### config.mk
export PLATFORM = sky130hd
export DESIGN_NAME = reg_file
export DESIGN_NICKNAME = d
export VERILOG_FILES = /design/src/hdl/wb_pkg.sv /design/src/hdl/reg_file.sv
export SDC_FILE = /design/constraint.sdc
export NUM_CORES = 1
export LEC_CHECK = 0
export CAP_MARGIN = 20
export CORE_MARGIN = 4
export CORE_UTILIZATION = 48
export DETAILED_ROUTE_END_ITERATION = 12
export DONT_BUFFER_PORTS = 1
export PLACE_DENSITY = 0.6
export SLEW_MARGIN = 25
export SYNTH_ARGS = -nofsm -noshare
export SYNTH_HDL_FRONTEND = slang
export SYNTH_SLANG_ARGS = --single-unit
### constraint.sdc
create_clock -name clk -period 2.1 [get_ports clk]
set_input_delay 0.21 -clock clk [delete_from_list [all_inputs] [get_ports clk]]
set_output_delay 0.21 -clock clk [all_outputs]
set_load 0.005 [all_outputs]
### src/hdl/wb_pkg.sv
package wb_pkg;

	typedef logic [31:0] word;
	typedef logic [3:0] reg_num;

	// Link register and program counter.
	localparam reg_num R14 = 4'd14;
	localparam reg_num R15 = 4'd15;

	typedef struct packed {
		logic n;
		logic z;
		logic c;
		logic v;
	} psr_flags;

	typedef enum logic [2:0] {
		OP_ADD,
		OP_SUB,
		OP_LOAD,
		OP_STORE,
		OP_MULL,
		OP_SWI
	} op_kind;

	// One value per control cycle of the multi-cycle core.
	typedef enum logic [2:0] {
		IDLE,
		ISSUE,
		TRANSFER,
		BASE_WRITEBACK,
		MUL,
		MUL_HI_WB,
		EXCEPTION
	} ctrl_cycle;

endpackage

### src/hdl/reg_file.sv
`timescale 1ns/1ps

module reg_file (
	input  logic             clk,
	input  logic             rst_n,
	input  logic             writeback,
	input  wb_pkg::reg_num   rd,
	input  wb_pkg::word      wr_value,
	input  logic             update_flags,
	input  wb_pkg::psr_flags wb_alu_flags,
	input  wb_pkg::reg_num   src,
	input  wb_pkg::reg_num   dbg_addr,
	output wb_pkg::word      src_value,
	output wb_pkg::word      dbg_data,
	output wb_pkg::psr_flags flags
);

	import wb_pkg::*;

	word regs [16];

	always_ff @(posedge clk or negedge rst_n) begin
		if (!rst_n) begin
			for (int i = 0; i < 16; i++)
				regs[i] <= '0;
			flags <= '0;
		end else begin
			if (writeback)
				regs[rd] <= wr_value;
			if (update_flags)
				flags <= wb_alu_flags;
		end
	end

	// Store data and debug port.
	assign src_value = regs[src];
	assign dbg_data  = regs[dbg_addr];

endmodule

# Word level (Yosys, flattened, before mapping)
# Cells that the tools add are included.
# word_totals
in_bits,52
word_cells,37
output_inout_bits,68
ff_bits,516
# op_classes
bitwise,3
muxes,9
order_cmp,4
reduce_logical,1
# op_table
operator,count
$bwmux W512,1
$bmux W32 S4,2
$mux W32,5
$demux W32 S4,1
$ge A5 B5 Y1 const B,3
$not A4 Y5,3
$lt A5 B1 Y1 const B,1
$logic_and A1 B1 Y1,1

# Logic depth before layout (Yosys ltp)
# logic_depth
word_depth,6
depth_mapped,5
ltp_nobuf,3

# Least setup slack after synthesis
# No wires, ideal clock.
# synth_path
path_type,input-to-output
startpoint,in dbg_addr[0]
endpoint,out dbg_data[10]
n_path_buf,2
path_stages,5
t_required_ns,1.890
path_slack_ns,0.361
arrival_ns,1.529
cell_sequence,buf_2 -> buf_2 -> mux4_2 -> a22oi_1 -> nand2_1
# synth_between
elab_chain_cells,4
# synth_lines
element,line_no,text
from (decl),reg_file.sv:12,"input wb_pkg::reg_num dbg_addr,"
$not A4 Y5 (implied by the code),reg_file.sv:37,assign dbg_data = regs[dbg_addr];
$bmux W32 S4,reg_file.sv:37,
$mux W32 (implied by the code) (2 in a row),reg_file.sv:37,
to (decl),reg_file.sv:14,"output wb_pkg::word dbg_data,"
# No other way between the ends. The select of a mux whose other input is x is not followed.

# Final worst setup path
# layout_path
startpoint,reg regs[510] in the netlist's numbering
endpoint,out src_value[30]
# layout_between
elab_chain_cells,3
# layout_lines
element,line_no,text
from (decl),reg_file.sv:20,word regs [16];
"from (signal, indexed assignment)",reg_file.sv:29,regs[rd] <= wr_value;
$bmux W32 S4,reg_file.sv:36,assign src_value = regs[src];
$mux W32 (implied by the code) (2 in a row),reg_file.sv:36,
to (decl),reg_file.sv:13,"output wb_pkg::word src_value,"
# No other way between the ends. The select of a mux whose other input is x is not followed.

==> results.json <==
{
  "status": "complete, but fails checks",
  "violations": "hold timing, slew limit",
  "ys.flop_type": "dfrtp_1",
  "rsz0062_at_grt": "true",
  "syn_area_per_cell_um2": 15.8,
  "ys_top_cells_by_area": "dfrtp_1 (49%), mux2_2 (22%), mux4_2 (22%)",
  "io_pins": 120,
  "area_growth_pct": 13.2,
  "synth_most_common_cell": "dfrtp_1",
  "grt_max_degree": 517,
  "reg2reg_from": "flags[1]",
  "synth_compound_area_share_pct": 3.61,
  "clkSlewWorstSetupHoldPaths_ns": 0.06,
  "dp_hpwl_um": 35700,
  "path_cells": "mux4_2 -> a22oi_2 -> nand2_2",
  "synth_fp_nets": 1735,
  "p_sw_share_pct": 25.6,
  "maxCapViolations": 0,
  "cts_hold_buf": 40,
  "worst_slack_ns": 0.00556,
  "drive_gt1_share_pct": 59.4,
  "synth.yosys.seq_area_share_pct": 48.5,
  "async_reset_ff_share_pct": 100,
  "cts_max_level": 2,
  "power-per-cell-area_mw_per_mm2": 998,
  "routed_wl_um": 69700,
  "grt.overflow.total": 0,
  "slew_headroom_pct": -50.9,
  "die_area_mm2": 0.0593,
  "yosysUniqueCellTypes": 19,
  "cts_tree": "built",
  "startpoint": "regs[510]",
  "postCtsSetupRepairBufs": 0,
  "preCtsSetupSlack_ns": 0.312,
  "p_clk_share_pct": 33.3,
  "period_needed_ns": 2.09,
  "multiInputGateArea_mm2": 0.0135,
  "fp.dieW_um": 243,
  "synth-xor-area-share_pct": 0,
  "maxSlewViolCount": 423,
  "synthCells": 1683,
  "crit_fanout": 3,
  "ir_worst_vdd_mv": 0.606,
  "grt_usage_pct": 23.9,
  "synth_common_cells": "dfrtp_1 (516), mux2_2 (513), mux4_2 (256)",
  "start_util_pct": 48.4,
  "p_leak_nw": 12.1,
  "synth_fa_ha_area_share_pct": 0,
  "synth_top_family_by_area": "multiplexers",
  "fin_nets": 1692,
  "hp-class": "primary input to async pin",
  "grt_pass1_vias": 17100,
  "antenna_found_initial": 2,
  "slowest_stage": "mux4_2",
  "fin_area_mm2": 0.0301,
  "endpoint_kind": "primary output",
  "start_kind": "flop",
  "synth-edff-count": 0,
  "p_int_mw": 22.4,
  "postRouteAntennaNets": 0,
  "yosys.area.top_type": "dfrtp_1",
  "die_h_um": 243,
  "io_buffer_count": 0,
  "avgViaCountPerCell": 6.45,
  "synth_simple_gate_area_share_pct": 1.58,
  "hold_ws_ns": -0.653,
  "worstPathArrival_ns": 1.88,
  "cpPeakStageDelay_ns": 0.47,
  "critPathTopFamily": "multiplexers",
  "worst_pin_slew_ns": 2.26,
  "crit_type": "flop to primary output",
  "placementRows": 86,
  "register_area_mm2": 0.0129,
  "postPlaceCellArea_mm2": 0.0275,
  "switching_power_mw": 7.69,
  "clkLatencyLatePin_ns": 0.61,
  "cts_root_buf": "clkbuf_16",
  "cts_sinks": 516,
  "core_mm2": 0.0550,
  "wire_per_inst_um": 28.6,
  "post-route-util_pct": 54.8,
  "place.gp.congestion": 0.725,
  "ys_ff_latch": 516,
  "vias": 15700,
  "fin_crit_sh_pct": 99.7,
  "fmax_mhz": 477,
  "seqPwrFrac_pct": 46.1,
  "yosys_warnings": 0,
  "share_comb_of_total_power_pct": 20.6,
  "drcViolationCount": 0,
  "synth_top_cell_area_share_pct": 48.5,
  "cts_made_buffers": 57,
  "finalSetupViolations": 0,
  "worstPathRequired_ns": 1.89,
  "firstDrtPassIters": 4,
  "ctsLongestPathBuffers": 3,
  "synthMuxAreaShare_pct": 43.5,
  "grt_pass1_wl_um": 108000,
  "crit_buf_inv": 0,
  "drt_iter0_markers": 1179,
  "hold_viol": 516,
  "synth_area_mm2": 0.0266,
  "finClkSkew_ns": 0,
  "nFillCells": 4402
}
-- worst reg2reg max path, stage by stage, from the launching register on --
cell           delay (ns)
dfrtp_1              0.40
mux2_2               0.27
dlygate4sd3_1        0.56
-- sequential cells by signal, summed over array words and instances (netlist names) --
signal / flops
regs: 512
flags: 4
-- cell usage in the layout, fill, tap and decap left out, types with 3 or more instances in the layout --
cell	n
a22oi_1	67
buf_12	24
nor3_2	6
dlygate4sd3_1	40
clkbuf_16	59
mux2_2	513
clkbuf_8	20
mux2_1	3
nand2b_1	3
clkinv_2	10
nand2_2	25
nor2b_4	4
nand2_1	40
a22oi_2	61
nor2_4	8
buf_4	4
dfrtp_1	516
mux4_2	256
clkbuf_1	10
-- area by class of cell --
class                   instances  area share (%)
diodes                          2          0.0166
multi-input cells             997            44.7
repair buffers                 68            3.02
well taps                     748            3.11
clock inverters                14           0.345
flip-flops and latches        516            42.9
clock buffers                  89            5.94
-- power by group through the flow --
stage	combinational, mW	clock [mW]	sequential, mW
after floorplan	5.15	0	13.5
after CTS	6.14	10.3	13.8
after global routing	6.66	10.7	14.2
after detailed placement	5.78	0	14.0
final	6.20	10.0	13.9
after global placement	5.61	0	13.8
-- per-layer routing --
metal	part of all wire (%)	GRT usage, %	wire length, µm
met5	0	0	0
met2	47	37.0	32600
met1	45	35.4	31500
met4	1.8	5.48	1290
met3	6.2	4.85	4290
-- final timing paths --
path	slack (ns)	cells after the start	endpoint
worst max-delay path	0.006	3	src_value[30]
worst min-delay path	-0.65	0	regs[103]
worst max register to register	0.75	2	flags[1]
worst min register to register	0.52	1	regs[454]
max in group asynchronous	1.00	0	regs[256]
min in group clk	0.10	3	regs[437]
-- cell families after synthesis --
group,Yosys count
DFF,516
and+or+nand+nor,97
buffers and inverters,170
AOI/OAI and AO/OA,128
muxes,772
-- timing repair --
item	4_1_cts	5_1_grt
hold endpoints to repair	1032	516
pin swaps	18	19
gates resized for setup	51	37
setup endpoints to repair	48	43
-- metrics by stage --
step                total power, mW  TNS, ns  hold WS [ns]  std cells
finish                         30.1        0        -0.653       2434
floorplan                      18.6        0       -0.0856       1683
global placement               19.4        0       -0.0473       2289
detailed placement             19.8        0       -0.0408       2289
CTS                            30.2   -0.108        -0.689       2432
global route                   31.5   -0.313        -0.676       2432
No activity file was read; power rests on OpenSTA's default activity.
