File: src/hdl/wb_pkg.sv
package wb_pkg;

	typedef logic [31:0] word;
	typedef logic [3:0] reg_num;

	// Link register and program counter.
	localparam reg_num R14 = 4'd14;
	localparam reg_num R15 = 4'd15;

	typedef struct packed {
		logic n;
		logic z;
		logic c;
		logic v;
	} psr_flags;

	typedef enum logic [2:0] {
		OP_ADD,
		OP_SUB,
		OP_LOAD,
		OP_STORE,
		OP_MULL,
		OP_SWI
	} op_kind;

	// One value per control cycle of the multi-cycle core.
	typedef enum logic [2:0] {
		IDLE,
		ISSUE,
		TRANSFER,
		BASE_WRITEBACK,
		MUL,
		MUL_HI_WB,
		EXCEPTION
	} ctrl_cycle;

endpackage

File: src/hdl/writeback_control.sv
`timescale 1ns/1ps

module writeback_control #(
	parameter wb_pkg::word VECTOR = 32'h0000_0008
) (
	input  logic              clk,
	input  logic              rst_n,
	input  wb_pkg::ctrl_cycle cycle,
	input  wb_pkg::ctrl_cycle next_cycle,
	input  wb_pkg::op_kind    k_kind,
	input  wb_pkg::reg_num    k_rd,
	input  wb_pkg::reg_num    k_ra,
	input  wb_pkg::reg_num    k_rd_hi,
	input  logic              k_set_flags,
	input  logic              start,
	input  wb_pkg::word       q_alu,
	input  wb_pkg::word       mem_data_rd,
	input  wb_pkg::word       mul_q_hi,
	input  wb_pkg::word       mul_q_lo,
	input  wb_pkg::word       saved_base,
	input  wb_pkg::psr_flags  alu_flags,
	input  logic              mem_ready,
	input  logic              mem_write,
	output wb_pkg::reg_num    rd,
	output logic              writeback,
	output logic              update_flags,
	output wb_pkg::word       wr_value,
	output wb_pkg::psr_flags  wb_alu_flags
);

	import wb_pkg::*;

	reg_num final_rd;
	logic   final_writeback;
	logic   final_update_flags;
	logic   is_alu;

	assign is_alu = (k_kind == OP_ADD) || (k_kind == OP_SUB);

	always_comb begin
		rd        = final_rd;
		writeback = 1'b0;
		wr_value  = q_alu;

		case (cycle)
			ISSUE, EXCEPTION:
				writeback = final_writeback;
			TRANSFER: begin
				writeback = mem_ready && !mem_write;
				wr_value  = mem_data_rd;
			end
			BASE_WRITEBACK: begin
				writeback = 1'b1;
				wr_value  = saved_base;
			end
			MUL: begin
				writeback = 1'b1;
				wr_value  = mul_q_lo;
			end
			MUL_HI_WB: begin
				rd        = k_rd_hi;
				writeback = 1'b1;
				wr_value  = mul_q_hi;
			end
			default: ;
		endcase

		// PC takes the vector on the way into EXCEPTION, r14 follows.
		if (next_cycle == EXCEPTION) begin
			rd        = R15;
			writeback = 1'b1;
			wr_value  = VECTOR;
		end
	end

	always_ff @(posedge clk or negedge rst_n) begin
		if (!rst_n) begin
			final_rd           <= '0;
			final_writeback    <= 1'b0;
			final_update_flags <= 1'b0;
			update_flags       <= 1'b0;
			wb_alu_flags       <= '0;
		end else begin
			wb_alu_flags <= alu_flags;
			update_flags <= (cycle == ISSUE) && final_update_flags;

			case (next_cycle)
				ISSUE: begin
					final_rd           <= k_rd;
					final_writeback    <= start && is_alu;
					final_update_flags <= start && is_alu && k_set_flags;
				end
				BASE_WRITEBACK:
					final_rd <= k_ra;
				EXCEPTION: begin
					final_rd           <= R14;
					final_writeback    <= 1'b1;
					final_update_flags <= 1'b0;
				end
				default: ;
			endcase
		end
	end

endmodule

File: config.mk
export PLATFORM = sky130hd
export DESIGN_NAME = writeback_control
export DESIGN_NICKNAME = d
export VERILOG_FILES = /design/src/hdl/wb_pkg.sv /design/src/hdl/writeback_control.sv
export SDC_FILE = /design/constraint.sdc
export NUM_CORES = 1
export LEC_CHECK = 0
export BUFFER_PORTS_ARGS = -buffer_cell sky130_fd_sc_hd__buf_2
export CAP_MARGIN = 5
export CELL_PAD_IN_SITES_DETAIL_PLACEMENT = 1
export CELL_PAD_IN_SITES_GLOBAL_PLACEMENT = 2
export CORE_ASPECT_RATIO = 0.6
export CORE_UTILIZATION = 17
export DETAILED_ROUTE_END_ITERATION = 8
export PLACE_DENSITY = 0.86
export SLEW_MARGIN = 20
export SYNTH_ARGS = -nofsm -noshare
export SYNTH_HDL_FRONTEND = slang
export SYNTH_SLANG_ARGS = --single-unit
File: constraint.sdc
create_clock -name clk -period 1.4 [get_ports clk]
set_input_delay 0.14 -clock clk [delete_from_list [all_inputs] [get_ports clk]]
set_output_delay 0.14 -clock clk [all_outputs]
set_load 0.005 [all_outputs]
[Word level (Yosys, flattened, before mapping)]
Index checks and enable logic that the tools add are counted.
Word-level totals
  word-level logic and storage cells: 38
  bits in registers: 11
Operators by class
  multiplexer cells: 9
  reductions and logical operators: 11
  equal/unequal tests: 10
Operators by type and width (count)
  case mux 32 bit (4 select lines): 1
  2-to-1 mux 32 bit: 1
  equality test 3 bit, second input constant: 4
  case mux 4 bit (3 select lines): 1
  equality test 3 x 1 -> 1 bit, second input constant: 3
  equality test 3 x 2 -> 1 bit, second input constant: 3
  2-to-1 mux 4 bit: 2
  logical AND 1 bit: 4
  case mux 1 bit (2 select lines): 2
  zero test 3 bit: 1
  case mux 1 bit (3 select lines): 1
  nonzero test 3 bit: 1
  OR reduction 3 bit: 1
  nonzero test 2 bit: 1
  OR reduction 2 bit: 1
  zero test 1 bit: 1
  logical OR 1 bit: 1
  2-to-1 mux 1 bit: 1

[Longest topological paths before layout]
  word-level depth: 5
  gate-level depth with buffers: 7

[Worst setup path before layout]
No wires, ideal clock.
  kind: input to output
  start point: input port cycle[1]
  end point: output port rd[0]
  stages on the path: 6
  slack: 0.219 ns
  data arrival time: 1.041 ns
  path through: buf_6 > nand2b_4 > nor2_8 > buf_12 > mux2i_1 > nand2_1
Between the ends
  longest elaborated chain between the ends: 3
Ends and longest elaborated chain
  from (decl): line writeback_control.sv:8  | input wb_pkg::ctrl_cycle cycle,
  equality test 3 bit: line writeback_control.sv:45  | case (cycle)
  2-to-1 mux 4 bit: line writeback_control.sv:45
  2-to-1 mux 4 bit: line writeback_control.sv:69  | if (next_cycle == EXCEPTION) begin
  to (decl): line writeback_control.sv:24  | output wb_pkg::reg_num rd,
No other way between the ends.

[Final worst setup path]
  start point: input port cycle[1]
  end point: output port wr_value[19]
Between the ends
  longest elaborated chain between the ends: 3
Ends and longest elaborated chain
  equality test 3 bit or equality test 3 x 2 -> 1 bit (tied branches): line writeback_control.sv:45
  case mux 32 bit (4 select lines) (*): line writeback_control.sv:45
  2-to-1 mux 32 bit (*): line writeback_control.sv:69
  to (decl): line writeback_control.sv:27  | output wb_pkg::word wr_value,
Every way passes the cells marked *; elsewhere a longest branch is shown, timed or not.

==> results.txt <==
First-pass DRT Iterations: 4
Minimum period implied by the final worst setup slack: 1.392 ns
Number of standard cells in the final layout excluding fillers: 664
Net switching power: 0.7609 mW
CTS tree: done
Category of the worst setup path launch point: input port
Worst IR drop on VDD: 0.5266 mV
Post-route DRC: 0
Post-route antenna net violation count: 0
Number of buffers created by CTS: 3
Core area: 12260 um2
CP Cell Sequence: buf_8 -> nand2b_4 -> nor2_4 -> buf_12 -> clkbuf_16 -> a221oi_2 -> a21oi_2 -> buf_2
Number of antenna violations at the first check in global routing: 0
Post-layout net count: 691
Global-route usage over all layers: 15.16%
Relative slew slack: 75.85%
Outcome: finished clean
Post-synth top area share: 20.76%
EDFF count, synth: 0
Routed vias: 3073
Global-route wire length before repair: 15870 um
Register clock-pin slew on the reported worst setup and hold paths: 0.04 ns
Number of library cell types mapped by synthesis: 33
Final std cell area, no fill: 4167 um2
Synthesized flop and latch total: 11
Pre-CTS WS: -0.1338 ns
Total Negative Setup Slacks: 0 ns
Via count of the first global-routing pass: 3066
Final hold violations: 0
Sum of internal, switching and leakage power: 2.197 mW
Cell family with the largest share of critical-path delay: buffers and inverters
Count of standard-cell rows: 31
Pin count of the biggest net entering global routing: 29
Number of top-level pins: 233
Post-Syn Instances: 252
Area added between synthesis and finish: 92.04%
Layout cell share with drive strength beyond 1: 65.93%
CP Max Fanout: 8
Sequential fraction of the synthesis area: 12.69%
Worst slew pin tran: 0.3589 ns
Wire per inst: 17.63 um
Max-slew violations: 0
Delay of the slowest critical-path stage: 0.26 ns
Number of H-tree levels: 1
Total die area: 13230 um2
Clock power frac: 23.5%
Mapped Nets: 443
Setup repair after global routing missed its margin: yes
Die Wd: 147.8 um
Worst path buffer plus inverter count: 4
Worst clock skew on the final layout: 0.0001473 ns
Critical Setup Path Class: in -> out
Placed Instance Area: 3591 um2
Buffer levels on the longest clock path: 2
Setup-failing EPs final: 0
Synthesized cell area: 2170 um2
Leading register cell type out of synthesis: sky130_fd_sc_hd__dfrtp_1
Arrival time of the worst setup path: 1.25 ns
Area of the multi-input gates: 1790 um2
Share of power burned in registers: 16.8%
Detailed Route WL: 11700 um
Highest-delay cell along the critical path: sky130_fd_sc_hd__a221oi_2
Count of input and output buffers: 231
Maximum clock frequency: 718.5 MHz
Endpoint type of the worst setup path: output port
Total of fill cells in the finished design: 1517
Average footprint of a synthesized cell: 8.609 um2
Pwr/cell area: 527.2 nW/um2
Vertical die dimension: 89.51 um
GPL Wtd Cong: 0.8096
Sw frac: 34.64%
Via density per instance: 4.628
Clock sink count: 11
Portion of the clock cycle consumed by the worst path in the final layout: 99.41%
HP Class: in -> reg
Cell type with the highest aggregate area in the netlist: sky130_fd_sc_hd__a221oi_2
Minimum setup slack in the final design: 0.008229 ns
Register Area: 275.3 um2
Internal power of the cells: 1.436 mW
MaxCap Viol Count: 0
Hpwl dp: 8818 um
Leakage power of the design: 2.036 nW
Overflow left after global routing: 0
Req. time, crit path: 1.26 ns
Asr flop ratio synth: 100.0%
Starting Density: 17.70%
Area contributors post-synth: sky130_fd_sc_hd__a221oi_2 (21%), sky130_fd_sc_hd__mux2i_1 (18%), sky130_fd_sc_hd__dfrtp_1 (13%)
Root cell of the clock tree: sky130_fd_sc_hd__clkbuf_16
Number of DRC markers in iteration 0: 84
Count of placed standard cells including taps: 646
Clk Latency, worst-skew pair: 0.24 ns
Combinational group share of total power: 59.7%
Antenna diode count: 0
Number of warnings printed during yosys synthesis: 0
## cell type report
| cell class | instances | share of cell area, % |
|---|---|---|
| Multi-Input combinational cell | 213 | 42.97 |
| Inverter | 1 | 0.1802 |
| Clock buffer | 4 | 1.892 |
| Sequential cell | 11 | 6.607 |
| Tap cell | 165 | 4.955 |
| Timing Repair Buffer | 270 | 43.39 |
## placed cells by master, fill, tap and decap left out, types with 2 or more instances in the layout
cell,netlist,final
sky130_fd_sc_hd__o221ai_1,3,3
sky130_fd_sc_hd__a21oi_1,26,24
sky130_fd_sc_hd__buf_12,3,14
sky130_fd_sc_hd__a221oi_2,30,21
sky130_fd_sc_hd__mux2i_1,40,39
sky130_fd_sc_hd__dfrtp_1,11,11
sky130_fd_sc_hd__a211oi_1,2,2
sky130_fd_sc_hd__o21ai_0,18,17
sky130_fd_sc_hd__a21oi_2,13,15
sky130_fd_sc_hd__nor2b_1,3,3
sky130_fd_sc_hd__nor2_2,0,2
sky130_fd_sc_hd__a221oi_4,0,10
sky130_fd_sc_hd__nand2b_4,1,2
sky130_fd_sc_hd__nand2_1,13,13
sky130_fd_sc_hd__buf_2,10,228
sky130_fd_sc_hd__o21ai_1,16,17
sky130_fd_sc_hd__buf_6,7,5
sky130_fd_sc_hd__nor2_1,33,31
sky130_fd_sc_hd__buf_4,2,13
sky130_fd_sc_hd__buf_16,0,3
sky130_fd_sc_hd__clkbuf_16,0,8
sky130_fd_sc_hd__nor3_1,2,2
sky130_fd_sc_hd__nand2b_1,3,2
## power by group through the flow
stage               clock network (mW)  logic (mW)  registers [mW]
finish                           0.516        1.31           0.369
global route                     0.555        1.43           0.373
CTS                              0.540        1.19           0.369
detailed placement                   0        1.13           0.373
global placement                     0        1.09           0.371
floorplan                            0       0.548           0.365
## cell families (layout without fill, tap and decap cells)
logic type | Yosys count | count (layout) | share of synthesized area (%)
DFF | 11 | 11 | 12.69
buffers and inverters | 28 | 275 | 11.88
muxes | 40 | 40 | 18.45
AOI/OAI and AO/OA | 112 | 112 | 43.37
and+or+nand+nor | 61 | 61 | 13.61
## path summary, 6_finish.rpt
kind                                    to               start  cells after the start  slack (ns)
max in group asynchronous  wb_alu_flags[1]               rst_n                      2        0.87
min                        wb_alu_flags[0]        alu_flags[0]                      1       0.009
max reg2reg                final_writeback     final_writeback                      3        0.42
min reg2reg                   update_flags  final_update_flags                      2        0.52
min in group asynchronous      final_rd[2]               rst_n                      2        0.32
max                           wr_value[19]            cycle[1]                      8       0.008
## repair_timing
action                                  CTS  global route
cloned                                    2             5
gates resized for setup                  11            30
hold buffers                              1             0
endpoints found under the setup margin   26            31
endpoints found under the hold margin    11             0
buffers inserted                          0             6
pin swaps                                 1            14
## stage by stage
step           utilization [%]  hold slack (ns)
6_report                 33.99         0.008632
3_3_place_gp             29.30          0.01782
5_1_grt                  33.99         0.002228
3_5_place_dp             29.30          0.03547
2_1_floorplan                -          -0.1556
4_1_cts                  30.89         0.004451
## state kept, by name, indices dropped and copies added, names as in the netlist
signal,count
final_update_flags,1
update_flags,1
final_writeback,1
wb_alu_flags,4
final_rd,4
## metal layers
metal	vias up	track usage [%]	part of all wire (%)
met5	-	0	0
met2	124	27.02	47
li1	1467	-	-
met1	1475	20.33	47
met4	0	1.500	0.41
met3	7	1.888	5.7
## cell usage after synthesis (2+ instances only)
master / instances
sky130_fd_sc_hd__a211oi_1: 2
sky130_fd_sc_hd__a21oi_1: 26
sky130_fd_sc_hd__a21oi_2: 13
sky130_fd_sc_hd__a221oi_2: 30
sky130_fd_sc_hd__buf_12: 3
sky130_fd_sc_hd__buf_2: 10
sky130_fd_sc_hd__buf_4: 2
sky130_fd_sc_hd__buf_6: 7
sky130_fd_sc_hd__clkbuf_1: 2
sky130_fd_sc_hd__clkbuf_8: 2
sky130_fd_sc_hd__dfrtp_1: 11
sky130_fd_sc_hd__mux2i_1: 40
sky130_fd_sc_hd__nand2_1: 13
sky130_fd_sc_hd__nand2b_1: 3
sky130_fd_sc_hd__nor2_1: 33
sky130_fd_sc_hd__nor2b_1: 3
sky130_fd_sc_hd__nor3_1: 2
sky130_fd_sc_hd__o21ai_0: 18
sky130_fd_sc_hd__o21ai_1: 16
sky130_fd_sc_hd__o221ai_1: 3
No activity file was read; power rests on OpenSTA's default activity.
