--- src/hdl/wb_pkg.sv ---
package wb_pkg;

	typedef logic [31:0] word;
	typedef logic [3:0] reg_num;

	// Link register and program counter.
	localparam reg_num R14 = 4'd14;
	localparam reg_num R15 = 4'd15;

	typedef struct packed {
		logic n;
		logic z;
		logic c;
		logic v;
	} psr_flags;

	typedef enum logic [2:0] {
		OP_ADD,
		OP_SUB,
		OP_LOAD,
		OP_STORE,
		OP_MULL,
		OP_SWI
	} op_kind;

	// One value per control cycle of the multi-cycle core.
	typedef enum logic [2:0] {
		IDLE,
		ISSUE,
		TRANSFER,
		BASE_WRITEBACK,
		MUL,
		MUL_HI_WB,
		EXCEPTION
	} ctrl_cycle;

endpackage

--- src/hdl/exec_sequencer.sv ---
`timescale 1ns/1ps

module exec_sequencer (
	input  logic              clk,
	input  logic              rst_n,
	input  logic              start,
	input  wb_pkg::op_kind    k_kind,
	input  wb_pkg::word       k_a,
	input  wb_pkg::word       k_b,
	input  logic              k_base_wb,
	input  logic              mem_ready,
	input  wb_pkg::psr_flags  flags_in,
	output wb_pkg::ctrl_cycle cycle,
	output wb_pkg::ctrl_cycle next_cycle,
	output wb_pkg::word       q_alu,
	output wb_pkg::word       mul_q_hi,
	output wb_pkg::word       mul_q_lo,
	output wb_pkg::word       mem_addr,
	output wb_pkg::psr_flags  alu_flags,
	output logic              mem_req,
	output logic              mem_write,
	output logic              done
);

	import wb_pkg::*;

	logic        is_sub;
	word         b_eff;
	logic [32:0] sum;

	always_comb begin
		case (cycle)
			IDLE:
				next_cycle = start ? ISSUE : IDLE;
			ISSUE:
				case (k_kind)
					OP_LOAD, OP_STORE: next_cycle = TRANSFER;
					OP_MULL:           next_cycle = MUL;
					OP_SWI:            next_cycle = EXCEPTION;
					default:           next_cycle = IDLE;
				endcase
			// Stall here until the RAM answers.
			TRANSFER:
				if (mem_ready)
					next_cycle = k_base_wb ? BASE_WRITEBACK : IDLE;
				else
					next_cycle = TRANSFER;
			MUL:
				next_cycle = MUL_HI_WB;
			default:
				next_cycle = IDLE;
		endcase
	end

	// Subtract as a + ~b + 1 so C is the ARM not-borrow.
	assign is_sub = (k_kind == OP_SUB);
	assign b_eff  = is_sub ? ~k_b : k_b;
	assign sum    = {1'b0, k_a} + {1'b0, b_eff} + {32'd0, is_sub};

	assign mem_addr = sum[31:0];
	assign q_alu    = (k_kind == OP_SWI) ? k_a : sum[31:0];

	always_comb begin
		alu_flags = flags_in;
		if (k_kind == OP_ADD || is_sub) begin
			alu_flags.n = sum[31];
			alu_flags.z = (sum[31:0] == '0);
			alu_flags.c = sum[32];
			alu_flags.v = (k_a[31] == b_eff[31]) && (sum[31] != k_a[31]);
		end
	end

	assign mem_req   = (cycle == TRANSFER);
	assign mem_write = (k_kind == OP_STORE);

	always_ff @(posedge clk or negedge rst_n) begin
		if (!rst_n) begin
			cycle <= IDLE;
			done  <= 1'b0;
		end else begin
			cycle <= next_cycle;
			done  <= (cycle != IDLE) && (next_cycle == IDLE);
		end
	end

	// Unsigned product, valid through MUL and MUL_HI_WB.
	always_ff @(posedge clk) begin
		if (next_cycle == MUL)
			{mul_q_hi, mul_q_lo} <= 64'(k_a) * 64'(k_b);
	end

endmodule

--- config.mk ---
export PLATFORM = sky130hd
export DESIGN_NAME = exec_sequencer
export DESIGN_NICKNAME = d
export VERILOG_FILES = /design/src/hdl/wb_pkg.sv /design/src/hdl/exec_sequencer.sv
export SDC_FILE = /design/constraint.sdc
export NUM_CORES = 2
export LEC_CHECK = 0
export BUFFER_PORTS_ARGS = -buffer_cell sky130_fd_sc_hd__buf_2
export CAP_MARGIN = 5
export CORE_ASPECT_RATIO = 1.25
export CORE_UTILIZATION = 65
export DETAILED_ROUTE_END_ITERATION = 7
export HOLD_SLACK_MARGIN = 0.08
export PLACE_DENSITY = 0.84
export SLEW_MARGIN = 20
export SYNTH_ARGS = -nofsm -noshare
export SYNTH_HDL_FRONTEND = slang
export SYNTH_SLANG_ARGS = --single-unit
--- constraint.sdc ---
create_clock -name clk -period 11.9 [get_ports clk]
set_input_delay 1.19 -clock clk [delete_from_list [all_inputs] [get_ports clk]]
set_output_delay 1.19 -clock clk [all_outputs]
set_load 0.05 [all_outputs]
Word-level counts from Yosys, hierarchy flattened
Index checks and enable logic that the tools add are counted.

storage, ports and cells
  bits of input ports = 76
  output and inout bits = 141
  logic and storage cells = 36
  register bits after elaboration = 68

operators by class
  multipliers = 1
  equal/unequal tests = 11
  $add $sub $neg = 2
  mux-type cells = 8
  reduce and logical (&&, ||, !) cells = 9
  bitwise gates (word level) = 1

operators with widths
  kind                  number
  $mul A32 B32 Y64      1
  $mux W32              2
  $add A32 B32 Y33      1
  $add A33 B1 Y33       1
  $logic_not A32 Y1     1
  $not A32 Y32          1
  $eq A3 B3 Y1 const B  4
  $pmux W3 S4           1
  $eq A3 B2 Y1 const B  3
  $logic_not A3 Y1      3
  $pmux W3 S3           1
  $eq A3 B1 Y1 const B  2
  $mux W2               2
  $mux W4               1
  $reduce_bool A3 Y1    1
  $logic_and A1 B1 Y1   2
  $reduce_or A2 Y1      1
  $eq A1 B1 Y1          1
  $logic_or A1 B1 Y1    1
  $mux W1               1
  $ne A1 B1 Y1          1

Depth between registers and ports, before layout
  depth in word-level cells = 7
  gate-level depth with buffers = 28

Worst setup path after synthesis
Ideal clock, no wire load.

  path kind = input to register
  start point = input k_kind[1]
  end point = register mul_q_hi[0] (enable)
  path slack = 3,028 ps
  stages on the path = 6
  buffers on the path = 1
  arrival = 8,228 ps
  cells stage by stage = clkbuf_1 > nor2_1 > a21oi_1 > o31a_1 > nor2_1 > nor4_1

between the ends
  cells in the longest elaborated chain, start to end = 5
  elaborated cells between the ends (all ways) = 8
  classes of those cells = 5 x eq/ne; 2 x mux; 1 x reduce/logical

ends and longest elaborated chain
  item                  RTL line              text
  from (decl)           exec_sequencer.sv:7   input wb_pkg::op_kind k_kind,
  $eq A3 B2 Y1          exec_sequencer.sv:36  case (k_kind)
  $reduce_or A2 Y1      exec_sequencer.sv:36
  $pmux W3 S3 (*)       exec_sequencer.sv:36
  $pmux W3 S4 (*)       exec_sequencer.sv:32  case (cycle)
  via next_cycle[1]     exec_sequencer.sv:14  output wb_pkg::ctrl_cycle next_cycle,
  $eq A3 B3 Y1 (*)      exec_sequencer.sv:88  if (next_cycle == MUL)
  to (signal assigned)  exec_sequencer.sv:89  {mul_q_hi, mul_q_lo} <= 64'(k_a) * 64'(k_b);
  to (decl)             exec_sequencer.sv:16  output wb_pkg::word mul_q_hi,

Mark *: on every way through the listed nets, which the timed path passes. The rest lies on a longest branch.
A chain may end at the register's enable or synchronous reset.

Worst setup path in the final report
  start point = input k_a[13]
  end point = register mul_q_hi[24] (data pin)

between the ends
  cells in the longest elaborated chain, start to end = 1

ends and longest elaborated chain
  item              RTL line              text
  from (decl)       exec_sequencer.sv:8   input wb_pkg::word k_a,
  $mul A32 B32 Y64  exec_sequencer.sv:89

No other way between the ends.

==> impl_summary.md <==
Outcome
The run finished with clean final reports.

Worst setup path
The library cell appearing most often on the critical path is sky130_fd_sc_hd__fa_1. The reg-to-reg setup timing slack is between 9 and 10 ns. Data arrives at the worst endpoint at between 9 and 10 ns. The slowest stage of the critical path belongs to the cell sky130_fd_sc_hd__a2111oi_4. The number of cells on the worst reg-to-reg path is 6.

The maximum fanout along the worst path is 34. The required time of the critical path is around 12 ns. In this run the critical register-to-register path is launched from cycle[0]$_DFF_PN0_. The worst setup path is captured at a register. Tracing the worst setup path back leads to its startpoint at k_a[13]. Walking the worst path, the cells encountered are buf_2 -> and2_1 -> fa_1 -> fa_1 -> fa_1 -> inv_1 -> fa_1 -> inv_1 -> fa_1 -> inv_1 -> fa_1 -> inv_1 -> fa_1 -> fa_1 -> ha_1 -> nand2_1 -> or3_1 -> nor3b_1 -> a21oi_2 -> o2111ai_1 -> a2111oi_4 -> o21ai_0 -> a31o_2 -> xnor2_1.

The startpoint kind of the worst setup timing path is an input pin. The category of the critical setup timing path is input pin to register. The number of buffers and inverters on the critical path is 5.

The endpoint of the worst-slack reg-to-reg timing path is mul_q_hi[19]$_DFFE_PN_. The largest incremental delay on the critical path is between 0.8 and 0.9 ns. The cell family contributing the most delay on the critical path is adder cells.

CTS
The number of buffers inserted by hold repair at cts is 0. In this run the deepest clock path goes through 2 buffers. TritonCTS created 9 clock buffers. After clock tree synthesis, the setup repair step added 0 buffers. The root buffer cell is sky130_fd_sc_hd__clkbuf_16. Once the clock tree was built, the resizer swapped 0 gates to a different size. The H-tree was split into 3 levels. The clock insertion delay at the later pin of the skew report is 0.40 ns. The clock-pin transition on the worst setup and hold timing paths is 0.08 ns. TritonCTS built the clock tree. For this design, the sink count on the clock tree is 68.

Routing
For this block, the routed nets add up to around 110000 um of wire. After detailed routing, the average wire length per cell comes to between 20 and 25 um. The number of routed nets with antenna violations is 0. For this block, the initial DRC count from the detailed router was 2057. The number of optimization iterations in the first detailed-route pass is 6.

After detailed routing, the number of remaining DRC violations is 0. Using the TritonRoute via totals, the vias-per-cell ratio works out to 6.01. The detailed-route via count is a little under 30000.

Min path
The worst hold path belongs to the class input pin to asynchronous set/reset pin.

Die
The chip height is around 270 um. The width of the chip is approximately 220 um. The count of pins on the block boundary is between 200 and 250. The effective utilization at floorplan is 0.661. The total die area is between 50000 and 60000 um^2. The core box area is 57500 um^2. Row generation in the floorplan step produced between 90 and 100 rows.

Timing
The time the final worst path needs with I/O delays and setup is ~9.3 ns. The count of final setup violators is 0. The count of final hold-check violations is 0. Headroom to the max-slew limit came out at 0.307. For the pin with the worst max-slew slack, the measured transition is between 1 and 1.5 ns. The number of max-slew violations in the final report is 0. The setup TNS is 0 ns. The final clock period utilization by the worst path is 0.777.

Across the routed clock network, the largest skew measured is 0.00804 ns. Timing would allow up to roughly 110 MHz. Setup repair after global routing left no endpoint under its margin.

Synth
In this run, synthesis produced a sequential element count of 68. The portion of synthesized cell area occupied by the leading cell type is 0.472. The largest total area in the synthesized netlist belongs to sky130_fd_sc_hd__fa_1. Yosys mapped the design onto between 70 and 80 distinct sky130hd cell types.

The sequential share of the synthesized area is 0.0532. After synthesis, the cell types taking the most area are sky130_fd_sc_hd__fa_1, sky130_fd_sc_hd__ha_1, sky130_fd_sc_hd__and2_1. The simple logic cell fraction of the synthesized area is 0.177. The multiplexer fraction of the synthesized cell area is 0.00681. The top flip-flop cell by instance count after synthesis is sky130_fd_sc_hd__edfxtp_1. In the synthesized netlist, the cells that appear most often are sky130_fd_sc_hd__fa_1, sky130_fd_sc_hd__inv_1, sky130_fd_sc_hd__and2_1, sky130_fd_sc_hd__nand2_1, sky130_fd_sc_hd__ha_1. In this run, synthesis inferred 64 flip-flops with an integrated enable. The async set-or-reset flop fraction in the synthesized netlist is 0.0588. The number of warnings printed during yosys synthesis is 0. The area fraction in compound gates after synthesis is 0.0555. The number of instances in the synthesized netlist is 4160. The adder and majority gate portion of the synthesized area is 0.569. Summing every instance area after synthesis gives roughly 38000 um^2.

Of the total synthesized cell area, the portion taken by XOR and XNOR cells is 0.0262. Counting every net in the synthesized netlist gives between 5000 and 6000. By area, the combinational part of the netlist is dominated by adder cells. After synthesis, the mean cell area works out to roughly 9.1 um^2.

In the post-synthesis netlist, the cell with the most instances is sky130_fd_sc_hd__fa_1.

Finish
In the final layout, the share of cells above drive strength 1 is 0.0720. The total of fill cells in the finished design is roughly 4400. Once layout is complete, the utilization of the core stands at 0.690. From synthesis to final layout, the design area changed by 4.39%. The number of standard cells in the layout, taps in and fillers out is 4931.

The final layout contains around 5400 nets.

Global route
The maximum number of pins on one net before global-route repair is 55. The total overflow left after global routing is 0. The initial antenna violation count came to 4. The number of global-route vias before repair was approximately 32000. The overall fraction of global-route tracks in use is 0.382.

The wire length of the first global-routing pass is 170000 um.

Place
The HPWL reported at the end of detailed placement is approximately 83000 um. Routability-driven placement finished with a final weighted congestion of approximately 0.95. Input and output buffers added on the ports amount to between 200 and 250. The instance count after placement with tap cells included is roughly 5000.

Job
The max-capacitance violation count is 0.
## cell families (layout without fill, tap and decap cells)
kind of cell | count (synthesis) | after routing
DFF | 68 | 68
other | 0 | 3
xor gates and xnor gates | 113 | 113
muxes | 23 | 23
AOI/OAI and AO/OA | 318 | 318
adders and majority gates | 1192 | 1192
and+or+nand+nor | 1314 | 1314
buffers and inverters | 1132 | 1150
## worst max path at each step
stage / endpoint / slack, ns / cells past startpoint
floorplan: mul_q_hi[0]$_DFFE_PN_ / 3.03 / 6
global placement: mul_q_hi[24]$_DFFE_PN_ / 2.46 / 24
detailed placement: mul_q_hi[24]$_DFFE_PN_ / 2.37 / 24
CTS: mul_q_hi[24]$_DFFE_PN_ / 2.79 / 24
global route: mul_q_hi[24]$_DFFE_PN_ / 2.43 / 24
finish: mul_q_hi[24]$_DFFE_PN_ / 2.65 / 24
## routing by layer
| layer | global-route usage | wire, um |
|---|---|---|
| met2 | 0.640 | 53500 |
| met4 | 0.343 | 11700 |
| met5 | 0 | 25 |
| met3 | 0.0738 | 8240 |
| met1 | 0.410 | 34300 |
## cell type report
type                       count  area, um^2  share of cell area
multi-input combinational   2960       31800               0.800
clock inverter                 7         130             0.00328
antenna                        3        7.51            0.000189
sequential                    68        2020              0.0509
clock buffer                   9         225             0.00567
timing repair buffer         238        1250              0.0314
inverter                     896        3360              0.0847
tap                          750         938              0.0236
## stage by stage
step	instance area [um^2]	setup slack [ns]	hold slack, ns
after floorplan	38000	3.03	0.858
after global placement	39300	2.46	0.573
after detailed placement	39300	2.37	0.574
after CTS	39700	2.79	0.571
after global routing	39700	2.43	0.587
final	39700	2.65	0.580
## registers in the layout, indices dropped and copies added (netlist names)
| signal | cells |
|---|---|
| mul_q_hi | 32 |
| cycle | 3 |
| done | 1 |
| mul_q_lo | 32 |
## layout by cell type (no fill, tap or decap), types with 4 or more instances in the layout
cell type,netlist,final
sky130_fd_sc_hd__a2111oi_0,4,4
sky130_fd_sc_hd__a211o_1,6,6
sky130_fd_sc_hd__a211oi_1,13,13
sky130_fd_sc_hd__a21o_1,36,36
sky130_fd_sc_hd__a21oi_1,93,93
sky130_fd_sc_hd__a31o_2,4,4
sky130_fd_sc_hd__a31oi_1,17,17
sky130_fd_sc_hd__and2_1,588,587
sky130_fd_sc_hd__and3_1,15,15
sky130_fd_sc_hd__and4_1,5,5
sky130_fd_sc_hd__buf_2,1,216
sky130_fd_sc_hd__buf_4,0,22
sky130_fd_sc_hd__clkbuf_16,0,9
sky130_fd_sc_hd__dfrtp_1,4,4
sky130_fd_sc_hd__edfxtp_1,64,64
sky130_fd_sc_hd__fa_1,897,897
sky130_fd_sc_hd__ha_1,295,295
sky130_fd_sc_hd__inv_1,895,895
sky130_fd_sc_hd__mux2_2,23,23
sky130_fd_sc_hd__nand2_1,525,525
sky130_fd_sc_hd__nand2b_1,7,7
sky130_fd_sc_hd__nand3_1,30,30
sky130_fd_sc_hd__nand4_1,20,20
sky130_fd_sc_hd__nor2_1,64,63
sky130_fd_sc_hd__nor2b_1,10,10
sky130_fd_sc_hd__nor3_1,22,22
sky130_fd_sc_hd__nor4_1,6,5
sky130_fd_sc_hd__o211ai_1,9,9
sky130_fd_sc_hd__o21a_1,12,12
sky130_fd_sc_hd__o21ai_0,60,60
sky130_fd_sc_hd__o21bai_1,14,14
sky130_fd_sc_hd__o31ai_1,6,6
sky130_fd_sc_hd__or3_1,9,9
sky130_fd_sc_hd__xnor2_1,49,49
sky130_fd_sc_hd__xor2_1,63,63
Power is left out: the tool's default activity adds up to more than one toggle a clock period on the data nets, which glitch-free logic cannot reach.
