File: config.mk
export PLATFORM = sky130hd
export DESIGN_NAME = op_intake
export DESIGN_NICKNAME = d
export VERILOG_FILES = /design/src/hdl/wb_pkg.sv /design/src/hdl/op_intake.sv
export SDC_FILE = /design/constraint.sdc
export NUM_CORES = 1
export LEC_CHECK = 0
export BUFFER_PORTS_ARGS = -buffer_cell sky130_fd_sc_hd__buf_2
export CORE_AREA = 2 2 86 88
export CTS_BUF_LIST = sky130_fd_sc_hd__clkbuf_8
export DETAILED_ROUTE_END_ITERATION = 6
export DIE_AREA = 0 0 88 90
export PLACE_DENSITY = 0.79
export SLEW_MARGIN = 0
export SYNTH_ARGS = -nofsm -noshare
export SYNTH_HDL_FRONTEND = slang
export SYNTH_SLANG_ARGS = --single-unit
File: constraint.sdc
create_clock -name clk -period 4.3 [get_ports clk]
set_clock_uncertainty 0.2 [all_clocks]
set_input_delay 0.215 -clock clk [delete_from_list [all_inputs] [get_ports clk]]
set_output_delay 0.215 -clock clk [all_outputs]
set_load 0.05 [all_outputs]
File: src/hdl/wb_pkg.sv
package wb_pkg;

	typedef logic [31:0] word;
	typedef logic [3:0] reg_num;

	// Link register and program counter.
	localparam reg_num R14 = 4'd14;
	localparam reg_num R15 = 4'd15;

	typedef struct packed {
		logic n;
		logic z;
		logic c;
		logic v;
	} psr_flags;

	typedef enum logic [2:0] {
		OP_ADD,
		OP_SUB,
		OP_LOAD,
		OP_STORE,
		OP_MULL,
		OP_SWI
	} op_kind;

	// One value per control cycle of the multi-cycle core.
	typedef enum logic [2:0] {
		IDLE,
		ISSUE,
		TRANSFER,
		BASE_WRITEBACK,
		MUL,
		MUL_HI_WB,
		EXCEPTION
	} ctrl_cycle;

endpackage

File: src/hdl/op_intake.sv
`timescale 1ns/1ps

module op_intake (
	input  logic            clk,
	input  logic            rst_n,
	input  logic            req,
	input  wb_pkg::op_kind  kind,
	input  wb_pkg::reg_num  rd,
	input  wb_pkg::reg_num  ra,
	input  wb_pkg::reg_num  rd_hi,
	input  wb_pkg::word     op_a,
	input  wb_pkg::word     op_b,
	input  logic            set_flags,
	input  logic            base_wb,
	input  logic            done,
	output logic            ack,
	output logic            start,
	output wb_pkg::op_kind  k_kind,
	output wb_pkg::reg_num  k_rd,
	output wb_pkg::reg_num  k_ra,
	output wb_pkg::reg_num  k_rd_hi,
	output wb_pkg::word     k_a,
	output wb_pkg::word     k_b,
	output logic            k_set_flags,
	output logic            k_base_wb
);

	typedef enum logic [1:0] {
		S_IDLE,
		S_BUSY,
		S_ACKED
	} hs_state;

	hs_state state;
	logic    take;

	assign take = (state == S_IDLE) && req;

	always_ff @(posedge clk or negedge rst_n) begin
		if (!rst_n) begin
			state <= S_IDLE;
			start <= 1'b0;
			ack   <= 1'b0;
		end else begin
			start <= 1'b0;
			case (state)
				S_IDLE:
					if (req) begin
						state <= S_BUSY;
						start <= 1'b1;
					end
				S_BUSY:
					if (done) begin
						state <= S_ACKED;
						ack   <= 1'b1;
					end
				// Hold ack until the sender drops req.
				S_ACKED:
					if (!req) begin
						state <= S_IDLE;
						ack   <= 1'b0;
					end
				default:
					state <= S_IDLE;
			endcase
		end
	end

	always_ff @(posedge clk) begin
		if (take) begin
			k_kind      <= kind;
			k_rd        <= rd;
			k_ra        <= ra;
			k_rd_hi     <= rd_hi;
			k_a         <= op_a;
			k_b         <= op_b;
			k_set_flags <= set_flags;
			k_base_wb   <= base_wb;
		end
	end

endmodule

# After elaboration in Yosys (flattened, before gate mapping)
# Cells that the tools add are included.
# totals
register_bits	85
word_cells	30
# op_classes
eq_ne	5
n_mux	9
reduce_logical	5
# op_table
op	count
2-bit 2-to-1 mux	3
2-bit inequality test, second input constant	3
2-bit case mux with 3 select lines	1
3-bit AND reduction	2
1-bit 2-to-1 mux	4
2-bit by 1-bit equality test with 1-bit output, second input constant	1
2-bit equality test, second input constant	1
2-bit logical NOT	1
1-bit case mux with 2 select lines	1
2-bit nonzero test	1
1-bit logical AND	1

# Depth between registers and ports, before layout
# Gate-level depths: netlist (run 1).
# logic_depth
ltp_word	3
ltp_mapped	3
mapped_depth_nobuf	3

# Least setup slack after synthesis (run 1)
# No wires, ideal clock.
# synth_timing
kind	register to register
start	register state[0]
end	register k_a[0], enable pin
setup_ps	523
arrival_time_ps	3957
setup_slack_ps	-380
stages_incl_launch_ff	3
period_less_slack_ps	4680
cell_sequence	dfrtp_1 nand2b_4 nor2_1
# synth_between
elab_chain_len	2
# synth_rtl
element	line_no	text
start, declared	op_intake.sv:34	hs_state state;
start signal, assigned	op_intake.sv:41	state <= S_IDLE;
start signal, assigned	op_intake.sv:49	state <= S_BUSY;
start signal, assigned	op_intake.sv:54	state <= S_ACKED;
2-bit logical NOT	op_intake.sv:37	assign take = (state == S_IDLE) && req;
1-bit logical AND	op_intake.sv:37	
named net take	op_intake.sv:35	logic take;
end signal, assigned	op_intake.sv:75	k_a <= op_a;
end, declared	op_intake.sv:22	output wb_pkg::word k_a,
# The timed path passes the listed nets, and every way through them passes these cells.
# A chain may end at the register's enable or synchronous reset.

# Final worst setup path (run 1)
# layout_timing
start	input port req
end	register k_b[25], enable pin
# layout_between
elab_chain_len	1
# layout_rtl
element	line_no	text
start, declared	op_intake.sv:6	input logic req,
1-bit logical AND	op_intake.sv:37	
named net take	op_intake.sv:35	
end signal, assigned	op_intake.sv:76	k_b <= op_b;
end, declared	op_intake.sv:23	output wb_pkg::word k_b,
# The timed path passes the listed nets, and every way through them passes these cells.

==> results.yml, run 1 <==
timing:
  tightest_slew_ps: 799
  post-route-period-util: 0.504
  hold_violations: 0
  setup_viol: 0
  rsz0062_at_grt: "no"
  tns_ps: 0
  max_freq_mhz: 461
  relSlewSlack: 0.466
  period_needed_ps: 2170
  slew_viol_final: 0
  fin_ws_ps: 2130
layout:
  drive_gt1_frac: 0.512
  antennaDiodeCount: 0
  nNetsFinal: 445
  synthToLayoutAreaGrowth_pct: 78.5
  fillers: 472
logic_synthesis:
  ys_seq_area_frac: 0.975
  synth_top_family_by_area: "simple AND/OR/NAND/NOR gates"
  synth_compound_area_frac: 0.00771
  syn_area_um2: 2600
  ys_warn_count: 0
  syn_area_per_cell_um2: 27.0
  synth-simple-area-share: 0.0154
  ys_seq_elements: 85
  syn-instance-count: 96
  synth_adder_area_share: 0
  syn_nets: 181
  synth_xor_area_frac: 0
  synthMuxAreaShare: 0
  yosys.cell_types.count: 10
grt:
  grt.overflow.total: 0
  grt_usage: 0.191
  grt_max_degree: 56
  grt_pass1_vias: 2176
  grt_pass1_wl_mm: 11.0
  antenna_found_initial: 0
power:
  power.density_nw_per_um2: 599
  p_total_w: 0.00278
  ir_drop_v: 0.000455
  p_leak_nw: 1.95
  internal_power_w: 0.00164
  p_sw_frac: 0.411
  power_switching_w: 0.00114
  seq_power_share: 0.436
  power.share.clock: 0.201
  pwr-share-comb: 0.363
worst_setup_path:
  end_kind: "flip-flop"
  reg2reg_from: "state[0]$_DFFE_PN0P_"
  r2r_end: "k_b[25]$_DFFE_PP_"
  critPathRequiredTime_ps: 4110
  worstRegToRegCells: 3
  worst_setup_path_start_kind: "primary input"
  path_class: "in2reg"
  critPathArrivalTime_ps: 1980
  r2r_slack_ps: 2150
  cp_max_fo: 55
routing:
  met1_length_mm: 2.58
  dr_wl_met2_mm: 3.77
  vias: 1967
  top_layer_used: "met4"
  first_pass_iters: 4
  routed_wl_mm: 7.25
  route.detailed.drc: 0
  ant_nets: 0
  drtIter0Drc: 105
  wl_per_cell_um: 15.6
  met3_length_um: 716
  drt-vias-per-instance: 4.24
die:
  start_util: 0.370
  rows: 31
  die-width_um: 88
  io_pins: 168
  die_h_um: 90
  core_um2: 7020
  die_area_um2: 7920
cts:
  ctsHtreeMaxLevel: 3
  cts_tree: "built"
  cts_root_buf: "clkbuf_8"
  cts.sinks: 85
  clk_pin_slew_ps: 90
  cts_max_path_buffers: 2
  cts_resized: 0
  cts_made_buffers: 9
  clk-insertion-delay-late_ps: 340
min_path:
  min_from: "ack$_DFFE_PN0P_"
  min_to: "ack$_DFFE_PN0P_"
  min-delay-path-class: "reg2reg"
  whs_path_depth: 2
flow_run:
  cap_violations: 0
placement:
  place_congestion: 0.735
  pre_cts_ws_ps: 2170
  portBuffers: 167
status:
  outcome: "finished, final reports clean"
## cells by family (layout without fill, tap and decap cells)
group                  after synthesis  in the layout
buffers and inverters                1            270
AOI/OAI and AO/OA                    4              4
and+or+nand+nor                      6              6
DFF                                 85             85
## metal layers
| layer | vias to the layer above | GRT usage |
|---|---|---|
| met2 | 123 | 0.316 |
| met1 | 919 | 0.213 |
| met4 | 0 | 0.0897 |
| met5 | - | 0 |
| met3 | 16 | 0.0762 |
| li1 | 909 | - |
## cell usage in the layout, fill, tap and decap left out
master,count
buf_12,1
inv_2,1
nand2b_4,1
edfxtp_1,81
o21ai_1,3
nand2_1,2
a21oi_1,1
clkinvlp_4,2
nand2b_1,1
inv_6,2
buf_2,167
clkinv_4,1
dfrtp_1,4
nor2b_2,1
dlygate4sd3_1,85
inv_1,1
clkbuf_8,9
nor2_4,1
bufinv_16,1
## cells in the mapped netlist, drive strengths merged
cell type	count	area, um^2
nor2b	1	8.76
dfrtp	4	100
o21ai	3	15.0
nand2b	2	20.0
nand2	2	7.51
nor2	1	3.75
inv	1	3.75
a21oi	1	5.00
edfxtp	81	2430
## cell type report
type | count | area [um^2] | area share
Multi-Input combinational cell | 10 | 67.6 | 0.0146
Inverter | 1 | 3.75 | 0.000810
Clock buffer | 9 | 124 | 0.0267
Tap cell | 99 | 124 | 0.0267
Clock inverter | 7 | 75.1 | 0.0162
Sequential cell | 85 | 2530 | 0.547
Timing Repair Buffer | 253 | 1710 | 0.368
## critical path, stage by stage
cell and delay, ps:
dlygate4sd3_1 530, buf_2 140, nand2b_4 70, nor2_4 610, buf_12 350
## worst max path at each step
| stage | slack (ps) | from | depth (start not counted) | endpoint |
|---|---|---|---|---|
| finish | 2130 | req | 5 | k_b[25]$_DFFE_PP_ |
| floorplan | 1020 | state[0]$_DFFE_PN0P_ | 2 | k_a[0]$_DFFE_PP_ |
| global route | 2050 | state[0]$_DFFE_PN0P_ | 3 | k_b[25]$_DFFE_PP_ |
| CTS | 2150 | req | 5 | k_a[28]$_DFFE_PP_ |
| detailed placement | 2170 | state[0]$_DFFE_PN0P_ | 3 | k_b[20]$_DFFE_PP_ |
| global placement | 2230 | state[0]$_DFFE_PN0P_ | 3 | k_b[1]$_DFFE_PP_ |
## registers in the layout (all words and copies together) (netlist names), 2 cells and up
signal   count
k_a         32
k_b         32
k_kind       3
k_ra         4
k_rd         4
k_rd_hi      4
state        2
## power groups by stage
stage | registers [W] | logic [W] | clock network (W)
after floorplan | 0.00183 | 0.0000990 | 0
after detailed placement | 0.00122 | 0.000948 | 0
after global placement | 0.00121 | 0.000939 | 0
after CTS | 0.00120 | 0.00101 | 0.000573
final | 0.00121 | 0.00101 | 0.000557
after global routing | 0.00123 | 0.00105 | 0.000605
## through the flow
step            util  instance area, um^2  hold slack [ps]  instances
2_1_floorplan      -                 2600             -281         96
3_3_place_gp   0.510                 3580             -175        363
3_5_place_dp   0.510                 3580             -170        363
4_1_cts        0.660                 4630              345        464
5_1_grt        0.660                 4630              355        464
6_report       0.660                 4630              343        464
## what timing repair did
action,in CTS,in global routing
hold endpoints to repair,88,0
hold buffers,85,0
setup endpoints to repair,0,0
buffers inserted,0,0
Power figures use the tool's default switching activity.
==> inputs of run 2 (changes only) <==
PLACE_DENSITY = 0.76   (was 0.79)
clock period = 2.21 ns   (was 4.3 ns; I/O delays follow)
==> results.yml, run 2 (same netlist as run 1, synthesis figures left out) <==
worst_setup_path:
  path_class: "in2reg"
  worstRegToRegCells: 4
  cp_common_cell: "dlygate4sd3_1"
  critPathRequiredTime_ps: 2240
  end_kind: "flip-flop"
  worst_setup_path_start_kind: "primary input"
  path_cells: "dlygate4sd3_1 -> buf_2 -> nor2b_2 -> o21ai_1 -> nand2_1 -> dlygate4sd3_1"
  cpMaxStageDelayCell: "dlygate4sd3_1"
  slowest_delay_ps: 550
  critPathArrivalTime_ps: 1700
  r2r_end: "ack$_DFFE_PN0P_"
  reg2reg_from: "state[1]$_DFFE_PN0P_"
  r2r_slack_ps: 610
  cp_max_fo: 2
die:
  core_um2: 7020
  die_area_um2: 7920
  io_pins: 168
  die-width_um: 88
  start_util: 0.370
  rows: 31
  die_h_um: 90
layout:
  antennaDiodeCount: 0
  post-route-util: 0.661
  instances_no_fill: 465
  synthToLayoutAreaGrowth_pct: 78.7
  final_common_cell: "buf_2"
  drive_gt1_frac: 0.511
  reg_top3: "k_a: 32 flops, k_b: 32 flops"
  layout_common_cells: "buf_2, dlygate4sd3_1, edfxtp_1"
  nNetsFinal: 447
  stdcell_area_um2: 4640
min_path:
  min_to: "k_b[30]$_DFFE_PP_"
  min_from: "op_b[30]"
  whs_path_depth: 2
  min-delay-path-class: "in2reg"
cts:
  cts_max_path_buffers: 2
  post-cts-setup-buffer-count: 0
  cts_resized: 0
  clk_pin_slew_ps: 80
  cts.sinks: 85
  ctsHtreeMaxLevel: 3
  clk-insertion-delay-late_ps: 340
  cts_tree: "built"
  cts_made_buffers: 9
  cts_root_buf: "clkbuf_8"
grt:
  grt_use_met3: 0.0863
  use_met1: 0.195
  grt.overflow.total: 0
  grt_usage: 0.191
  antenna_found_initial: 0
  grt_pass1_vias: 2257
  busiest_layer: "met2"
  grt_pass1_wl_mm: 11.0
  met2_usage: 0.328
  grt_max_degree: 56
power:
  power.share.clock: 0.195
  power.density_nw_per_um2: 1160
  ir_drop_v: 0.000757
  power_switching_w: 0.00220
  seq_power_share: 0.436
  p_leak_nw: 1.96
  internal_power_w: 0.00319
  pwr-share-comb: 0.368
  p_sw_frac: 0.408
routing:
  vias: 1952
  wl_per_cell_um: 15.4
  drtIter0Drc: 67
  first_pass_iters: 4
  route.detailed.drc: 0
  routed_wl_mm: 7.16
  drt-vias-per-instance: 4.20
  ant_nets: 0
timing:
  relSlewSlack: 0.778
  timing.hold.ws_ps: 270
  max_freq_mhz: 601
  hold_violations: 0
  period_needed_ps: 1660
  fin_ws_ps: 546
  post-route-period-util: 0.753
  tightest_slew_ps: 332
  slew_viol_final: 0
  setup_viol: 0
  rsz0062_at_grt: "no"
status:
  outcome: "finished, final reports clean"
placement:
  pre_cts_ws_ps: 655
  portBuffers: 167
  place_congestion: 0.722
  place_area_um2: 3590
  post-place-cells: 364
flow_run:
  cap_violations: 0
-- run 2: final cells by class --
type / count / area [um^2]
inverter: 1 / 3.75
fill: 473 / 2380
clock buffer: 9 / 124
timing repair buffer: 255 / 1720
sequential: 85 / 2530
multi-input combinational: 10 / 67.6
tap: 99 / 124
clock inverter: 6 / 63.8
-- run 2: through the flow --
stage | total power (W) | setup TNS (ps)
after floorplan | 0.00375 | -11690
after global placement | 0.00419 | 0
after detailed placement | 0.00422 | 0
after CTS | 0.00540 | 0
after global routing | 0.00559 | 0
final | 0.00539 | 0
-- run 2: worst max-delay path: cells and delay by family --
kind | cells | cell delay, ps
buffers and inverters | 3 | 1230
AND/OR/NAND/NOR | 2 | 230
AO/OA/AOI/OAI | 1 | 130
-- run 2: timing repair --
| item | in CTS | in global routing |
|---|---|---|
| setup endpoints to repair | 0 | 0 |
| endpoints found under the hold margin | 88 | 0 |
| hold buffers | 86 | 0 |
-- run 2: per-layer routing --
metal	part of all wire	wire, um
met1	0.36	2570
met2	0.52	3740
met3	0.096	687
met4	0.023	165
met5	0	0
-- run 2: power groups by stage --
stage	sequential (W)	clock [W]	combinational, W
3_5_place_dp	0.00237	0	0.00185
3_3_place_gp	0.00236	0	0.00183
4_1_cts	0.00234	0.00108	0.00198
5_1_grt	0.00239	0.00114	0.00207
2_1_floorplan	0.00355	0	0.000197
6_report	0.00235	0.00105	0.00198
-- run 2: worst max path at each step --
stage | from | to | slack, ps | cells after the start
finish | done | ack$_DFFE_PN0P_ | 550 | 6
global route | done | ack$_DFFE_PN0P_ | 500 | 6
CTS | done | ack$_DFFE_PN0P_ | 590 | 6
detailed placement | state[0]$_DFFE_PN0P_ | k_b[1]$_DFFE_PP_ | 660 | 3
global placement | state[0]$_DFFE_PN0P_ | k_a[28]$_DFFE_PP_ | 690 | 3
floorplan | state[0]$_DFFE_PN0P_ | k_a[0]$_DFFE_PP_ | -140 | 2
==> inputs of run 3 (changes only) <==
ABC_AREA = 1   (was not set)
clock period = 1.7 ns   (was 2.21 ns; I/O delays follow)
==> results.yml, run 3 <==
worst_setup_path:
  end_kind: "flip-flop"
  reg2reg_from: "state[1]$_DFFE_PN0P_"
  worstSetupStartpoint: "state[1]$_DFFE_PN0P_"
  critPathRequiredTime_ps: 1560
  worstRegToRegCells: 5
  critPathArrivalTime_ps: 1480
  cp_max_fo: 21
  r2r_end: "k_a[2]$_DFFE_PP_"
  path_class: "reg2reg"
  r2r_slack_ps: 80
  worst_setup_path_start_kind: "flip-flop"
  endpoint: "k_a[2]$_DFFE_PP_"
cts:
  cts_made_buffers: 9
  clk_pin_slew_ps: 100
  ctsHtreeMaxLevel: 3
  cts.sinks: 85
  clk-insertion-delay-late_ps: 350
  cts_root_buf: "clkbuf_8"
  cts_tree: "built"
  cts_max_path_buffers: 2
grt:
  grt_pass1_wl_mm: 11.8
  antenna_found_initial: 0
  grt_pass1_vias: 2332
  grt.overflow.total: 0
  grt_usage: 0.206
  grt_max_degree: 22
routing:
  routed_wl_mm: 7.94
  wl_per_cell_um: 16.8
  first_pass_iters: 4
  ant_nets: 0
  route.detailed.drc: 0
  vias: 2061
  drtIter0Drc: 123
  drt-vias-per-instance: 4.37
power:
  power.density_nw_per_um2: 1510
  ir_drop_v: 0.000791
  p_leak_nw: 2.01
logic_synthesis:
  synth_common_cells: "edfxtp_1, dfrtp_1, nand2_1"
  synthArstFlopShare: 0.0471
  synth_ff_type: "edfxtp_1"
  yosys.area.top_type_share: 0.938
  ys_seq_area_frac: 0.976
  syn-instance-count: 98
  yosysMostFrequentCell: "edfxtp_1"
  syn_area_um2: 2590
  syn_area_per_cell_um2: 26.5
  ys_warn_count: 0
  synth_edf_count: 81
  syn_nets: 183
  synth_largest_area_cell: "edfxtp_1"
  ys_seq_elements: 85
  yosys.cell_types.count: 8
  synth_area_leaders: "edfxtp_1, dfrtp_1, nand3_1"
layout:
  reg_top3: "k_a: 32 flops, k_b: 32 flops"
  multi_input_area_um2: 60.1
  layout_common_cells: "buf_2, dlygate4sd3_1, edfxtp_1"
  fillers: 448
  drive_gt1_frac: 0.520
  antennaDiodeCount: 0
  final_common_cell: "buf_2"
  seq_area_um2: 2530
  instances_no_fill: 472
  nNetsFinal: 453
  synthToLayoutAreaGrowth_pct: 81.9
min_path:
  min_from: "kind[0]"
  whs_path_depth: 2
  min-delay-path-class: "in2reg"
die:
  start_util: 0.369
  die-width_um: 88
  die_area_um2: 7920
  io_pins: 168
  rows: 31
  core_um2: 7020
  die_h_um: 90
placement:
  portBuffers: 167
  hpwl_mm: 4.24
  post-place-cells: 370
  place_congestion: 0.753
  pre_cts_ws_ps: 134
flow_run:
  cap_violations: 0
timing:
  fin_ws_ps: 79.0
  relSlewSlack: 0.815
  tightest_slew_ps: 280
  slew_viol_final: 0
  period_needed_ps: 1620
  hold_violations: 0
  rsz0062_at_grt: "no"
  setup_viol: 0
  tns_ps: 0
  post-route-period-util: 0.954
  max_freq_mhz: 617
status:
  outcome: "finished, final reports clean"
[run 3: cell types whose count changed after synthesis, moves of 2 or more]
| cell | previous run | this run |
|---|---|---|
| nand3_1 | 0 | 3 |
| o21ai_1 | 3 | 0 |
| nand2_1 | 2 | 4 |
| inv_2 | 1 | 3 |
[run 3: stage by stage]
step	util	power, W	hold slack (ps)	cell area (um^2)
after floorplan	-	0.00478	-411	2600
after global placement	0.521	0.00546	-302	3660
after detailed placement	0.521	0.00551	-299	3660
after CTS	0.672	0.00710	203	4720
after global routing	0.672	0.00736	229	4720
final	0.672	0.00712	223	4720
[run 3: how the worst min path moves through the flow]
| stage | to | slack [ps] |
|---|---|---|
| after detailed placement | start$_DFF_PN0_ | -300 |
| final | k_kind[0]$_DFFE_PP_ | 220 |
| after CTS | k_b[24]$_DFFE_PP_ | 200 |
| after floorplan | ack$_DFFE_PN0P_ | -410 |
| after global routing | k_b[29]$_DFFE_PP_ | 230 |
| after global placement | start$_DFF_PN0_ | -300 |
[run 3: where the power goes]
| part | switching (W) | internal, W |
|---|---|---|
| Combinational | 0.00199 | 0.000655 |
| Clock | 0.000750 | 0.000687 |
| Sequential | 0.000156 | 0.00288 |
[run 3: area by class of cell]
class	instances	share of cell area
multi-input cells	10	0.0127
clock buffers	9	0.0263
flip-flops and latches	85	0.537
well taps	99	0.0263
clock inverters	7	0.0159
inverters	3	0.00239
repair buffers	259	0.380
[run 3: kinds of logic (layout without fill, tap and decap cells)]
kind of cell,count (synthesis),after routing,synth area share
AOI/OAI and AO/OA,1,1,0.00338
buffers and inverters,3,278,0.00434
DFF,85,85,0.976
and+or+nand+nor,9,9,0.0159
[run 3: critical path, stage by stage (launching register included)]
cell and delay, ps:
dfrtp_1 440, inv_2 100, nand2_2 80, nor2_4 130, buf_12 190, buf_12 190
[run 3: routing by layer]
layer,share of wire,GRT usage,vias up
met5,0,0,-
met4,0.018,0.0731,0
met3,0.088,0.0753,14
met2,0.55,0.365,132
met1,0.35,0.220,987
li1,-,-,928
[run 3: what timing repair did]
action / CTS / global route
resized for setup: 0 / 0
hold buffers: 86 / 0
hold endpoints to repair: 88 / 0
setup buffers: 0 / 0
